--- src/rtl/audio_pkg.sv ---
package audio_pkg;

    ////////////////////////////////////////////////////////////
    // Sample and control types
    ////////////////////////////////////////////////////////////

    typedef logic signed [15:0] sample_t;   // One output word
    typedef logic signed [16:0] wide_t;     // One bit of mix headroom
    typedef logic signed [10:0] tandy_t;    // Tandy PSG DAC word
    typedef logic [1:0]         volume_t;   // Each step doubles the level

    // Code 3 is not named but selects curve 2 as well
    typedef enum logic [1:0]
    {
        comp_off    = 2'd0,
        comp_gentle = 2'd1,
        comp_strong = 2'd2
    } compress_mode_t;

    typedef enum logic
    {
        chan_left  = 1'b0,
        chan_right = 1'b1
    } channel_t;

    ////////////////////////////////////////////////////////////
    // Levels
    ////////////////////////////////////////////////////////////

    localparam int      FULL_SCALE   = 32767;
    localparam sample_t SAMPLE_MAX   = 16'sh7fff;
    localparam sample_t SAMPLE_MIN   = 16'sh8000;
    localparam int      SPEAKER_UNIT = 2048;      // Speaker step at volume 0

    ////////////////////////////////////////////////////////////
    // Compressor curves
    ////////////////////////////////////////////////////////////

    // Gentle curve, x2 below the knee
    localparam int COMP1_FACTOR = 4;
    localparam int COMP1_GAIN   = 2;
    localparam int COMP1_KNEE   =
        ((FULL_SCALE * (COMP1_FACTOR - 1)) / ((COMP1_FACTOR * COMP1_GAIN) - 1)) + 1;
    localparam int COMP1_BASE   = COMP1_KNEE * COMP1_GAIN;

    // Strong curve, x4 below the knee
    localparam int COMP2_FACTOR = 8;
    localparam int COMP2_GAIN   = 4;
    localparam int COMP2_KNEE   =
        ((FULL_SCALE * (COMP2_FACTOR - 1)) / ((COMP2_FACTOR * COMP2_GAIN) - 1)) + 1;
    localparam int COMP2_BASE   = COMP2_KNEE * COMP2_GAIN;

    // Knee is rounded up by one so the lower segment never overshoots

endpackage

--- src/rtl/mix_sources_if.sv ---
interface mix_sources_if;
    import audio_pkg::*;

    // Every contribution is already in mixing width
    wide_t opl;         // OPL2 FM
    wide_t cms_left;    // C/MS left
    wide_t cms_right;   // C/MS right
    wide_t tandy;       // PSG after volume
    wide_t speaker;     // Beeper after volume

    // Conditioner side
    modport source
    (
        output opl,
        output cms_left,
        output cms_right,
        output tandy,
        output speaker
    );

    // Per-channel mixers, both read the shared words
    modport mixer
    (
        input opl,
        input cms_left,
        input cms_right,
        input tandy,
        input speaker
    );

endinterface

--- src/rtl/audio_source_conditioner.sv ---
module audio_source_conditioner
(
    input  audio_pkg::sample_t opl_sample,
    input  audio_pkg::sample_t cms_left,
    input  audio_pkg::sample_t cms_right,
    input  audio_pkg::tandy_t  tandy_sample,
    input  logic               speaker_level,
    input  audio_pkg::volume_t speaker_volume,
    input  audio_pkg::volume_t tandy_volume,
    mix_sources_if.source      sources
);
    import audio_pkg::*;

    logic signed [14:0] tandy_ext;      // Room for three volume shifts
    logic signed [14:0] tandy_scaled;
    wide_t              speaker_scaled;

    ////////////////////////////////////////////////////////////
    // 16-bit sources
    ////////////////////////////////////////////////////////////

    // Plain sign extension, no gain
    assign sources.opl       = {opl_sample[15], opl_sample};
    assign sources.cms_left  = {cms_left[15], cms_left};
    assign sources.cms_right = {cms_right[15], cms_right};

    ////////////////////////////////////////////////////////////
    // Tandy PSG
    ////////////////////////////////////////////////////////////

    assign tandy_ext    = {{4{tandy_sample[10]}}, tandy_sample};
    assign tandy_scaled = tandy_ext <<< tandy_volume;  // x1 .. x8

    // Fixed x4 on top of the volume step
    assign sources.tandy = {tandy_scaled, 2'b00};

    ////////////////////////////////////////////////////////////
    // PC speaker
    ////////////////////////////////////////////////////////////

    // The speaker pin idles high, so a low level is the active half
    assign speaker_scaled = wide_t'(SPEAKER_UNIT) << speaker_volume;   // 2048 .. 16384

    assign sources.speaker = speaker_level ? '0 : speaker_scaled;

endmodule

--- src/rtl/audio_mix_clamp.sv ---
module audio_mix_clamp
#(
    parameter audio_pkg::channel_t SIDE = audio_pkg::chan_left
)
(
    input  logic               clk_chipset,
    input  logic               reset,
    mix_sources_if.mixer       sources,
    output audio_pkg::sample_t mixed
);
    import audio_pkg::*;

    wide_t   cms_word;
    wide_t   sum_next;
    wide_t   sum;           // Stage 1
    logic    overflow;
    sample_t clamped;

    ////////////////////////////////////////////////////////////
    // Stage 1, channel sum
    ////////////////////////////////////////////////////////////

    // Only C/MS differs between the two sides
    assign cms_word = (SIDE == chan_left) ? sources.cms_left : sources.cms_right;

    assign sum_next = sources.opl + cms_word + sources.tandy + sources.speaker;

    always_ff @(posedge clk_chipset or posedge reset)
    begin
        if (reset)
            sum <= '0;
        else
            sum <= sum_next;
    end

    ////////////////////////////////////////////////////////////
    // Stage 2, saturation
    ////////////////////////////////////////////////////////////

    // Top two bits disagree when the sum left the 16-bit range
    assign overflow = sum[16] ^ sum[15];

    always_comb
    begin
        if (!overflow)
            clamped = sum[15:0];
        else if (sum[16])
            clamped = SAMPLE_MIN;      // Negative overflow
        else
            clamped = SAMPLE_MAX;
    end

    always_ff @(posedge clk_chipset or posedge reset)
    begin
        if (reset)
            mixed <= '0;
        else
            mixed <= clamped;
    end

endmodule

--- src/rtl/audio_compressor.sv ---
module audio_compressor
(
    input  logic                      clk_chipset,
    input  logic                      reset,
    input  audio_pkg::sample_t        mixed,
    input  audio_pkg::compress_mode_t compress_mode,
    input  logic                      pause,
    output audio_pkg::sample_t        audio
);
    import audio_pkg::*;

    wide_t       mixed_ext;
    logic [16:0] magnitude;        // Holds 32768 for the most negative input
    logic [16:0] curve_gentle;
    logic [16:0] curve_strong;
    logic [16:0] curve_sel;
    logic [16:0] level;
    sample_t     level_word;
    sample_t     compressed_next;
    sample_t     compressed;

    // Two-segment curve on a magnitude
    function automatic logic [16:0] apply_curve
    (
        input logic [16:0] mag,
        input int          knee,
        input int          gain,
        input int          factor,
        input int          base
    );
        logic [16:0] result;

        if (mag < 17'(knee))
            result = 17'(mag * gain);                          // Boost quiet part
        else
            result = 17'(((mag - 17'(knee)) / factor) + base); // Flatten loud part
        return result;
    endfunction

    ////////////////////////////////////////////////////////////
    // Magnitude and curves
    ////////////////////////////////////////////////////////////

    assign mixed_ext = {mixed[15], mixed};
    assign magnitude = mixed[15] ? -mixed_ext : mixed_ext;

    assign curve_gentle = apply_curve(magnitude, COMP1_KNEE, COMP1_GAIN,
                                      COMP1_FACTOR, COMP1_BASE);
    assign curve_strong = apply_curve(magnitude, COMP2_KNEE, COMP2_GAIN,
                                      COMP2_FACTOR, COMP2_BASE);

    // Bit 1 set means curve 2, codes 2 and 3
    assign curve_sel = compress_mode[1] ? curve_strong : curve_gentle;

    // Upper segment ends a few counts past full scale
    assign level      = (curve_sel > 17'(FULL_SCALE)) ? 17'(FULL_SCALE) : curve_sel;
    assign level_word = level[15:0];

    assign compressed_next = mixed[15] ? -level_word : level_word;  // Restore sign

    always_ff @(posedge clk_chipset or posedge reset)
    begin
        if (reset)
            compressed <= '0;
        else
            compressed <= compressed_next;
    end

    ////////////////////////////////////////////////////////////
    // Output select
    ////////////////////////////////////////////////////////////

    always_comb
    begin
        if (pause)
            audio = '0;                 // Silence while paused
        else if (compress_mode == comp_off)
            audio = mixed;              // Bypass, no extra cycle
        else
            audio = compressed;
    end

endmodule

--- src/rtl/audio_mixer_top.sv ---
module audio_mixer_top
(
    input  logic                      clk_chipset,
    input  logic                      reset,
    input  audio_pkg::sample_t        opl_sample,
    input  audio_pkg::sample_t        cms_left,
    input  audio_pkg::sample_t        cms_right,
    input  audio_pkg::tandy_t         tandy_sample,
    input  logic                      speaker_level,
    input  audio_pkg::volume_t        speaker_volume,
    input  audio_pkg::volume_t        tandy_volume,
    input  audio_pkg::compress_mode_t compress_mode,
    input  logic                      pause,
    output audio_pkg::sample_t        audio_left,
    output audio_pkg::sample_t        audio_right
);
    import audio_pkg::*;

    sample_t mixed_left;     // Clamped, two cycles after the inputs
    sample_t mixed_right;

    mix_sources_if sources();

    ////////////////////////////////////////////////////////////
    // Source conditioning
    ////////////////////////////////////////////////////////////

    audio_source_conditioner u_conditioner
    (
        .opl_sample     (opl_sample),
        .cms_left       (cms_left),
        .cms_right      (cms_right),
        .tandy_sample   (tandy_sample),
        .speaker_level  (speaker_level),
        .speaker_volume (speaker_volume),
        .tandy_volume   (tandy_volume),
        .sources        (sources.source)
    );

    ////////////////////////////////////////////////////////////
    // Channel mixers
    ////////////////////////////////////////////////////////////

    audio_mix_clamp #(.SIDE(chan_left)) u_mix_left
    (
        .clk_chipset (clk_chipset),
        .reset       (reset),
        .sources     (sources.mixer),
        .mixed       (mixed_left)
    );

    audio_mix_clamp #(.SIDE(chan_right)) u_mix_right
    (
        .clk_chipset (clk_chipset),
        .reset       (reset),
        .sources     (sources.mixer),
        .mixed       (mixed_right)
    );

    ////////////////////////////////////////////////////////////
    // Output stage
    ////////////////////////////////////////////////////////////

    audio_compressor u_comp_left
    (
        .clk_chipset   (clk_chipset),
        .reset         (reset),
        .mixed         (mixed_left),
        .compress_mode (compress_mode),
        .pause         (pause),
        .audio         (audio_left)
    );

    audio_compressor u_comp_right
    (
        .clk_chipset   (clk_chipset),
        .reset         (reset),
        .mixed         (mixed_right),
        .compress_mode (compress_mode),
        .pause         (pause),
        .audio         (audio_right)
    );

endmodule

--- config.mk ---
export PLATFORM = sky130hd
export DESIGN_NAME = audio_mixer_top
export DESIGN_NICKNAME = d
export VERILOG_FILES = /design/src/rtl/audio_pkg.sv /design/src/rtl/mix_sources_if.sv /design/src/rtl/audio_source_conditioner.sv /design/src/rtl/audio_mix_clamp.sv /design/src/rtl/audio_compressor.sv /design/src/rtl/audio_mixer_top.sv
export SDC_FILE = /design/constraint.sdc
export NUM_CORES = 1
export LEC_CHECK = 0
export BUFFER_PORTS_ARGS = -buffer_cell sky130_fd_sc_hd__buf_2
export CELL_PAD_IN_SITES_DETAIL_PLACEMENT = 1
export CELL_PAD_IN_SITES_GLOBAL_PLACEMENT = 1
export CORE_MARGIN = 1.5
export CORE_UTILIZATION = 36
export DETAILED_ROUTE_END_ITERATION = 12
export GPL_ROUTABILITY_DRIVEN = 0
export PLACE_DENSITY = 0.68
export SETUP_SLACK_MARGIN = 0.1
export SYNTH_ARGS = -nofsm -noshare
export SYNTH_HDL_FRONTEND = slang
export SYNTH_SLANG_ARGS = --single-unit
--- constraint.sdc ---
create_clock -name clk_chipset -period 9.65 [get_ports clk_chipset]
set_input_delay 2.895 -clock clk_chipset [delete_from_list [all_inputs] [get_ports clk_chipset]]
set_output_delay 2.895 -clock clk_chipset [all_outputs]
set_load 0.02 [all_outputs]
==> qor.txt, run 1 <==
Setup Buffers After CTS - 0
Fraction of layout cells with a size suffix above 1 - 14.7%
M1 WL - 18000 um
Hold Violations, Final - 0
Critical Path RT - 6.76 ns
Root Driver - clkbuf_16
Final std cells w/o fill - 1798
Crit-path max FO - 27
Final setup violation count - 0
Grt total ovfl - 0
Post-synthesis async set-or-reset flop share - 100%
Crit path top cell by count - buf_2
CTS Hold Bufs - 0
Final TNS setup - 0 ns
WL final - 39600 um
Reg2reg start - u_mix_left.mixed[15]$_DFF_PP0_
Worst min-delay path class - flip-flop to flip-flop
Seq. cell area - 2450 um2
Worst-margin pin slew - 1.05 ns
Netlist cell types - 108
Worst Path Arrival - 4.60 ns
Die height - 180 um
Die Width - 180 um
Max Used Layer - met4
Setup crit end kind - output pin
R2R depth - 22
Unrepaired setup endpoints after global routing - false
Synth warnings - 0
First-pass GRT wire length - 62500 um
Clk slew on worst S/H paths - 0.07 ns
Num CTS Buffers - 9
Area Overhead vs Synth - 9.48%
Mapped Area - 11300 um2
Synthesis-stage register bit count - 98
Htree depth - 3
Worst slew margin - 29.9%
FF-to-FF End - u_comp_left.compressed[10]$_DFF_PP0_
# IOs - 101
Met3 WL - 2230 um
Max Clk Rate - 0.133 GHz
Num Clock Sinks - 98
Critical-path top delay cell - nor2_2
Worst setup path startpoint - compress_mode[1]
Footprint of the multi-input gates - 8370 um2
Total Routing Usage GR - 24.4%
Fillers - 3736
Cell total after placement - 1781
CTS Buffer Depth - 2
Post-synth EDFFs - 0
First-pass DRT Iterations - 5
Number of antenna violations at the first check in global routing - 1
Startpoint Class - input port
R2r setup slk - 3.05 ns
Worst Min Path Start - u_mix_right.sum[6]$_DFF_PP0_
Min Tclk post-route - 7.50 ns
Seq/Total Area, Yosys - 21.6%
Net count after synthesis - 1526
Nets - 1575
Synth area leaders - dfrtp_1 (22%), ha_1 (7.9%), fa_1 (6.7%), xnor2_1 (6.6%), a21oi_1 (5.3%)
Rows - 64
Largest net degree at the start of global routing - 62
Metal2 WL - 18100 um
Starting density of the core - 36.8%
Worst setup margin - 2.15 ns
CTS tree - yes
Cells after synthesis - 1347
Vias in the first global route - 11000
WL/cell - 22.0 um
Port buffer count - 100
Via density - 6.02
Die area - 32600 um2
Crit share post-route - 77.7%
Total core area - 30800 um2
Critical path, cell by cell - buf_2 -> nor2_2 -> buf_4 -> nand2_1 -> a21oi_1 -> buf_2
HPWL after DPL - 31700 um
Worst Setup Path Type - input port to output pin
Hold endpoint - u_mix_right.mixed[6]$_DFF_PP0_
CP peak stage delay - 0.56 ns
Main synth FF type - dfrtp_1
Post-CTS Resized - 0
DRT iter0 DRCs - 713
Final ANT Viol Nets - 0
Leading area contributor after synthesis - dfrtp_1
Area share of the largest cell type after synthesis - 21.6%
Worst hold path depth - 1
Worst skew pair latency - 0.36 ns
Syn avg cell area - 8.42 um2
WHS - 0.448 ns
Residual DRC count - 0
DR vias - 10800
Slew Limit Fails - 0
Clock skew - 0.0102 ns
Status - finished clean
Max cap viols - 0
Setup WS pre-CTS - 2.14 ns
critical path: cells and delay by family:
family,cells,cell delay (ns)
and+or+nand+nor,2,0.67
buffers and inverters,3,0.87
AOI/OAI and AO/OA,1,0.16
cells by family (layout without fill, tap and decap cells):
group,count (synthesis),in the layout,share of synthesized area (%)
AO/OA/AOI/OAI,466,466,29.3
adder cells (fa/ha/maj),110,110,14.7
flip-flops,98,98,21.6
AND/OR/NAND/NOR,407,407,18.0
XOR/XNOR,112,112,8.92
other,0,1,0
buffers and inverters,126,180,4.57
multiplexers,28,28,2.97
cell usage in the layout (no fill, tap or decap), types with 11 or more instances in the layout:
| master | n |
|---|---|
| buf_4 | 16 |
| a22oi_1 | 16 |
| dfrtp_1 | 98 |
| a21oi_1 | 121 |
| nand2b_1 | 17 |
| and2_1 | 11 |
| mux2i_1 | 21 |
| ha_1 | 72 |
| nand4_1 | 12 |
| a21o_1 | 55 |
| o31ai_1 | 14 |
| buf_2 | 100 |
| o21bai_1 | 22 |
| o211ai_1 | 24 |
| xnor2_1 | 85 |
| nand3_1 | 32 |
| nor3_1 | 29 |
| or3_1 | 13 |
| o21ai_0 | 56 |
| nand2_1 | 142 |
| xor2_1 | 23 |
| inv_1 | 46 |
| fa_1 | 38 |
| nor2_1 | 76 |
| a31oi_1 | 21 |
stage by stage:
step	cell area (um2)	util [%]
after floorplan	11300	-
after global placement	12100	39.3
after detailed placement	12100	39.3
final	12400	40.3
after CTS	12400	40.3
after global routing	12400	40.3
Yosys cell counts, types with 8 or more instances:
| cell type | number |
|---|---|
| a22oi_1 | 16 |
| fa_1 | 38 |
| o21bai_1 | 22 |
| o22ai_1 | 9 |
| a211oi_1 | 10 |
| or3_1 | 13 |
| nand2_1 | 142 |
| and3_1 | 10 |
| o211ai_1 | 24 |
| a31oi_1 | 21 |
| xnor2_1 | 85 |
| a21o_1 | 55 |
| ha_1 | 72 |
| nor2_1 | 77 |
| a21oi_1 | 121 |
| nand2b_1 | 17 |
| clkbuf_1 | 57 |
| dfrtp_1 | 98 |
| xor2_1 | 23 |
| inv_1 | 47 |
| nand4_1 | 12 |
| nor2b_1 | 8 |
| o21ai_0 | 56 |
| nor3_1 | 29 |
| o31ai_1 | 14 |
| nand3_1 | 32 |
| and2_1 | 11 |
| buf_2 | 12 |
| mux2i_1 | 21 |
worst max-delay path by stage:
stage / cells after the start / end
finish: 6 / audio_right[15]
global route: 6 / audio_right[15]
CTS: 6 / audio_right[15]
detailed placement: 6 / audio_right[15]
global placement: 6 / audio_right[15]
floorplan: 8 / audio_left[0]
metal layers:
metal / GRT usage [%] / up-vias
li1: - / 5047
met1: 32.7 / 5370
met2: 40.0 / 350
met3: 3.60 / 56
met4: 8.77 / 0
met5: 0 / -
sequential cells by signal (all words and copies together) (netlist names):
| register | cells |
|---|---|
| u_mix_right.mixed | 16 |
| u_comp_right.compressed | 16 |
| u_mix_left.sum | 17 |
| u_mix_left.mixed | 16 |
| u_mix_right.sum | 17 |
| u_comp_left.compressed | 16 |
area by class of cell:
class	instances	share of cell area (%)
Tap cell	396	3.99
Inverter	48	1.47
Clock buffer	11	1.96
Timing Repair Buffer	116	5.00
Antenna cell	1	0.0202
Sequential cell	98	19.8
Multi-Input combinational cell	1123	67.4
Clock inverter	5	0.373
Power of run 1 is left out: the tool's default activity adds up to more than one toggle a clock period on the data nets, which glitch-free logic cannot reach.
==> run 2: changes to the inputs <==
==> constraint.sdc (replaced) <==
create_clock -name clk_chipset -period 7 [get_ports clk_chipset]
set_input_delay 2.1 -clock clk_chipset [delete_from_list [all_inputs] [get_ports clk_chipset]]
set_output_delay 2.1 -clock clk_chipset [all_outputs]
set_load 0.02 [all_outputs]
==> run 2 against run 1 <==
  * Hold slack improved by 0.0021 ns
  * Via count increased by 0.28%
  * Design area increased by 0.21%
  * Final cell count increased by 0.11%
  * Setup slack got worse by 1.1 ns
  * Sequential share of layout area about the same
  * Highest routed layer unchanged
==> qor.txt, run 2 (synthesis results as in run 1) <==
Num Clock Sinks - 98
WL/cell - 22.2 um
Crit share post-route - 85.4%
Ant diodes - 0
Grt total ovfl - 0
Final setup violation count - 0
Starting density of the core - 36.8%
Hold Violations, Final - 0
Met3 WL - 1960 um
Clk slew on worst S/H paths - 0.07 ns
Total core area - 30800 um2
CTS tree - yes
CTS Buffer Depth - 2
Port buffer count - 100
HPWL after DPL - 31800 um
Critical Path RT - 7.22 ns
WL final - 40000 um
DR vias - 10900
CP delay by family, top - compound AO/OA/AOI/OAI gates
Startpoint Class - flip-flop
First-pass GRT wire length - 63200 um
Post-CTS Resized - 0
CP peak stage delay - 0.90 ns
Die height - 180 um
Nets - 1578
Worst skew pair latency - 0.36 ns
Max Used Layer - met4
M1 WL - 18800 um
Commonest non-fill, non-tap cell in the layout - nand2_1
Unrepaired setup endpoints after global routing - false
Critical-path top delay cell - dfrtp_1
Min Tclk post-route - 5.98 ns
Largest net degree at the start of global routing - 71
Metal2 WL - 18200 um
Worst Path Arrival - 6.20 ns
Max cap viols - 0
Total Routing Usage GR - 24.5%
Root Driver - clkbuf_16
Fraction of layout cells with a size suffix above 1 - 15.0%
Area Overhead vs Synth - 9.71%
Critical path buffer and inverter count - 2
Residual DRC count - 0
Vias in the first global route - 11200
Worst-margin pin slew - 1.21 ns
Final ANT Viol Nets - 0
CTS Hold Bufs - 0
Die Width - 180 um
Worst Setup Path Type - flip-flop to flip-flop
Setup Buffers After CTS - 0
DRT iter0 DRCs - 628
Worst min-delay path class - flip-flop to flip-flop
Clock skew - 0.0102 ns
Crit-path max FO - 25
Final TNS setup - 0 ns
Die area - 32600 um2
Setup crit end kind - flip-flop
Rows - 64
Slew Limit Fails - 0
Max Clk Rate - 0.167 GHz
Status - finished clean
First-pass DRT Iterations - 5
Number of antenna violations at the first check in global routing - 0
Htree depth - 3
Largest registers - u_mix_left.sum: 17 flops, u_mix_right.sum: 17 flops
Critical path, cell by cell - nand2b_1 -> xnor2_1 -> ha_1 -> inv_1 -> o211ai_1 -> a21boi_1 -> o21ai_0 -> mux2i_1 -> nand2_1 -> a31o_2 -> nand2_1 -> nor2_1 -> ha_1 -> inv_1 -> a211oi_1 -> and3_1 -> nand3_1 -> o21ai_0 -> xnor2_1
Worst slew margin - 19.3%
Num CTS Buffers - 9
Via density - 6.03
Most frequent cells in the layout - nand2_1 (142), a21oi_1 (121), buf_2 (100), dfrtp_1 (98), xnor2_1 (85)
# IOs - 101
run 2: path summary, 6_finish.rpt:
kind                                                 start                                     to  depth (start not counted)  slack [ns]
hold / removal                 u_mix_left.sum[8]$_DFF_PP0_          u_mix_left.mixed[8]$_DFF_PP0_                          1        0.45
setup reg to reg           u_mix_right.mixed[15]$_DFF_PP0_  u_comp_right.compressed[10]$_DFF_PP0_                         19        1.02
hold reg to reg                u_mix_left.sum[8]$_DFF_PP0_          u_mix_left.mixed[8]$_DFF_PP0_                          1        0.45
max in group asynchronous                            reset            u_mix_left.sum[8]$_DFF_PP0_                          3        4.08
setup / recovery           u_mix_right.mixed[15]$_DFF_PP0_  u_comp_right.compressed[10]$_DFF_PP0_                         19        1.02
min in group asynchronous                            reset         u_mix_right.mixed[0]$_DFF_PP0_                          2        1.73
run 2: worst register-to-register path, cell delays in order (launching register included):
cell	delay [ns]
dfrtp_1	0.90
nand2b_1	0.16
xnor2_1	0.55
ha_1	0.26
inv_1	0.07
o211ai_1	0.49
a21boi_1	0.61
o21ai_0	0.24
mux2i_1	0.23
nand2_1	0.21
a31o_2	0.21
nand2_1	0.17
nor2_1	0.22
ha_1	0.20
inv_1	0.06
a211oi_1	0.32
and3_1	0.28
nand3_1	0.18
o21ai_0	0.25
xnor2_1	0.24
run 2: through the flow:
step | cells | utilization (%) | cell area, um2 | hold slack [ns] | worst slack [ns]
3_5_place_dp | 1784 | 39.4 | 12100 | 0.439 | 0.693
5_1_grt | 1800 | 40.3 | 12400 | 0.460 | 0.507
3_3_place_gp | 1784 | 39.4 | 12100 | 0.435 | 0.747
2_1_floorplan | 1347 | - | 11300 | 0.426 | 0.873
6_report | 1800 | 40.3 | 12400 | 0.450 | 1.02
4_1_cts | 1800 | 40.3 | 12400 | 0.454 | 1.02
run 2: cell type report:
cell class	count	area (um2)
inverters	48	183
flip-flops and latches	98	2450
multi-input cells	1123	8370
clock inverters	7	70.1
repair buffers	119	643
well taps	396	495
clock buffers	9	225
fillers	3702	18400
run 2: metal layers:
layer / up-vias / track usage (%)
li1: 5050 / -
met1: 5404 / 34.3
met2: 336 / 39.3
met3: 63 / 2.85
met4: 0 / 7.66
met5: - / 0
Power of run 2 is left out for the same reason.
==> run 3: changes to the inputs <==
==> constraint.sdc (replaced) <==
create_clock -name clk_chipset -period 7 [get_ports clk_chipset]
set_input_delay 1.05 -clock clk_chipset [delete_from_list [all_inputs] [get_ports clk_chipset]]
set_output_delay 1.05 -clock clk_chipset [all_outputs]
set_load 0.02 [all_outputs]
==> run 3 against run 2 <==
  * Hold slack improved by 0.0042 ns
  * Sequential share of layout area about the same
  * Non-clock buffer count is 3 lower
  * Critical endpoint is now u_comp_left.compressed[10]$_DFF_PP0_
==> qor.txt, run 3 (synthesis results as in run 1) <==
Htree depth - 3
Critical Path RT - 7.28 ns
CTS tree - yes
Num CTS Buffers - 9
Grt total ovfl - 0
Hold Violations, Final - 0
Root Driver - clkbuf_16
Area Overhead vs Synth - 9.46%
Startpoint Class - flip-flop
Fraction of layout cells with a size suffix above 1 - 14.8%
Num Clock Sinks - 98
Port buffer count - 100
Commonest non-fill, non-tap cell in the layout - nand2_1
Residual DRC count - 0
Setup Buffers After CTS - 0
Hold endpoint - u_mix_right.mixed[6]$_DFF_PP0_
Worst skew pair latency - 0.36 ns
Largest net degree at the start of global routing - 67
Crit path top cell by count - ha_1
WL/cell - 22.1 um
Critical-path top delay cell - a21oi_2
Nets - 1575
Clk slew on worst S/H paths - 0.08 ns
Slew Limit Fails - 0
Die Width - 180 um
# IOs - 101
Worst min-delay path class - flip-flop to flip-flop
Setup crit end kind - flip-flop
CTS Buffer Depth - 2
Post-CTS Resized - 0
Number of antenna violations at the first check in global routing - 1
Worst Setup Path Type - flip-flop to flip-flop
Min Tclk post-route - 5.98 ns
Largest registers - u_mix_left.sum: 17 flops, u_mix_right.sum: 17 flops
Crit-path max FO - 18
DRT iter0 DRCs - 649
Status - finished clean
R2r setup slk - 1.02 ns
Fillers - 3687
Final TNS setup - 0 ns
Via density - 6.04
CTS Hold Bufs - 0
DR vias - 10900
Die area - 32600 um2
Final setup violation count - 0
Worst Min Path Start - u_mix_right.sum[6]$_DFF_PP0_
Starting density of the core - 36.8%
Vias in the first global route - 11100
Worst-margin pin slew - 1.22 ns
Worst Path Arrival - 6.26 ns
Clock skew - 0.0106 ns
Worst hold path depth - 1
Worst slew margin - 18.9%
Final ANT Viol Nets - 0
R2R depth - 21
Die height - 180 um
Unrepaired setup endpoints after global routing - false
Reg2reg start - u_mix_left.mixed[2]$_DFF_PP0_
First-pass GRT wire length - 63000 um
First-pass DRT Iterations - 5
Max Clk Rate - 0.167 GHz
Crit share post-route - 85.5%
Rows - 64
HPWL after DPL - 31300 um
Total Routing Usage GR - 24.5%
Total core area - 30800 um2
CP peak stage delay - 0.65 ns
Max cap viols - 0
Most frequent cells in the layout - nand2_1 (142), a21oi_1 (121), buf_2 (100), dfrtp_1 (98), xnor2_1 (85)
Critical path, cell by cell - nor3_1 -> nor2_1 -> xnor2_1 -> inv_1 -> ha_1 -> and2_1 -> xnor2_1 -> ha_1 -> nor2_1 -> mux2i_1 -> o311ai_1 -> nor4_2 -> o211ai_1 -> a21oi_2 -> o311a_1 -> ha_1 -> nand2_1 -> nor3_2 -> and3_1 -> o21ai_1 -> a22oi_1
WL final - 39700 um
FF-to-FF End - u_comp_left.compressed[10]$_DFF_PP0_
[run 3: cell count changes in the layout (fill, tap and decap cells not counted), sizes merged]
cell,before,now
diode,0,1
clkinvlp,1,3
inv,52,50
clkinv,2,1
clkbuf,9,10
buf,119,116
[run 3: layout make-up]
class	instances	area [um2]	area share, %
flip-flops and latches	98	2450	19.8
diodes	1	2.50	0.0202
multi-input cells	1123	8370	67.4
clock inverters	6	47.5	0.383
well taps	396	495	3.99
inverters	48	183	1.47
repair buffers	116	621	5.00
clock buffers	10	239	1.93
[run 3: per-layer routing]
| layer | part of all wire, % | vias to the layer above | track usage [%] |
|---|---|---|---|
| met1 | 46 | 5423 | 32.5 |
| met5 | 0 | - | 0 |
| met3 | 5.2 | 58 | 3.66 |
| met4 | 2.5 | 0 | 7.50 |
| met2 | 47 | 334 | 41.1 |
| li1 | - | 5049 | - |
[run 3: critical path: cells and delay by family (launching register included)]
kind	cells	cell delay, ns
simple gates	8	2.03
compound gates	6	1.59
fa+ha+maj	3	0.78
xor+xnor	2	0.72
flops	1	0.45
mux	1	0.17
buf+inv	1	0.16
[run 3: worst max path at each step]
stage,start,endpoint,slack [ns]
after floorplan,tandy_volume[1],u_mix_right.sum[16]$_DFF_PP0_,1.92
after global placement,u_mix_left.mixed[2]$_DFF_PP0_,u_comp_left.compressed[10]$_DFF_PP0_,1.46
after detailed placement,u_mix_left.mixed[2]$_DFF_PP0_,u_comp_left.compressed[10]$_DFF_PP0_,1.17
after CTS,u_mix_left.mixed[2]$_DFF_PP0_,u_comp_left.compressed[10]$_DFF_PP0_,1.17
after global routing,u_mix_left.mixed[2]$_DFF_PP0_,u_comp_left.compressed[10]$_DFF_PP0_,0.52
final,u_mix_left.mixed[2]$_DFF_PP0_,u_comp_left.compressed[10]$_DFF_PP0_,1.02
[run 3: through the flow]
| step | util (%) | hold slack, ns | setup slack [ns] | instances | instance area (um2) |
|---|---|---|---|---|---|
| after global placement | 39.3 | 0.434 | 1.46 | 1781 | 12100 |
| after global routing | 40.2 | 0.461 | 0.524 | 1797 | 12400 |
| after floorplan | - | 0.426 | 1.92 | 1347 | 11300 |
| after detailed placement | 39.3 | 0.439 | 1.17 | 1781 | 12100 |
| final | 40.3 | 0.454 | 1.02 | 1798 | 12400 |
| after CTS | 40.2 | 0.455 | 1.17 | 1797 | 12400 |
Power of run 3 is left out for the same reason.
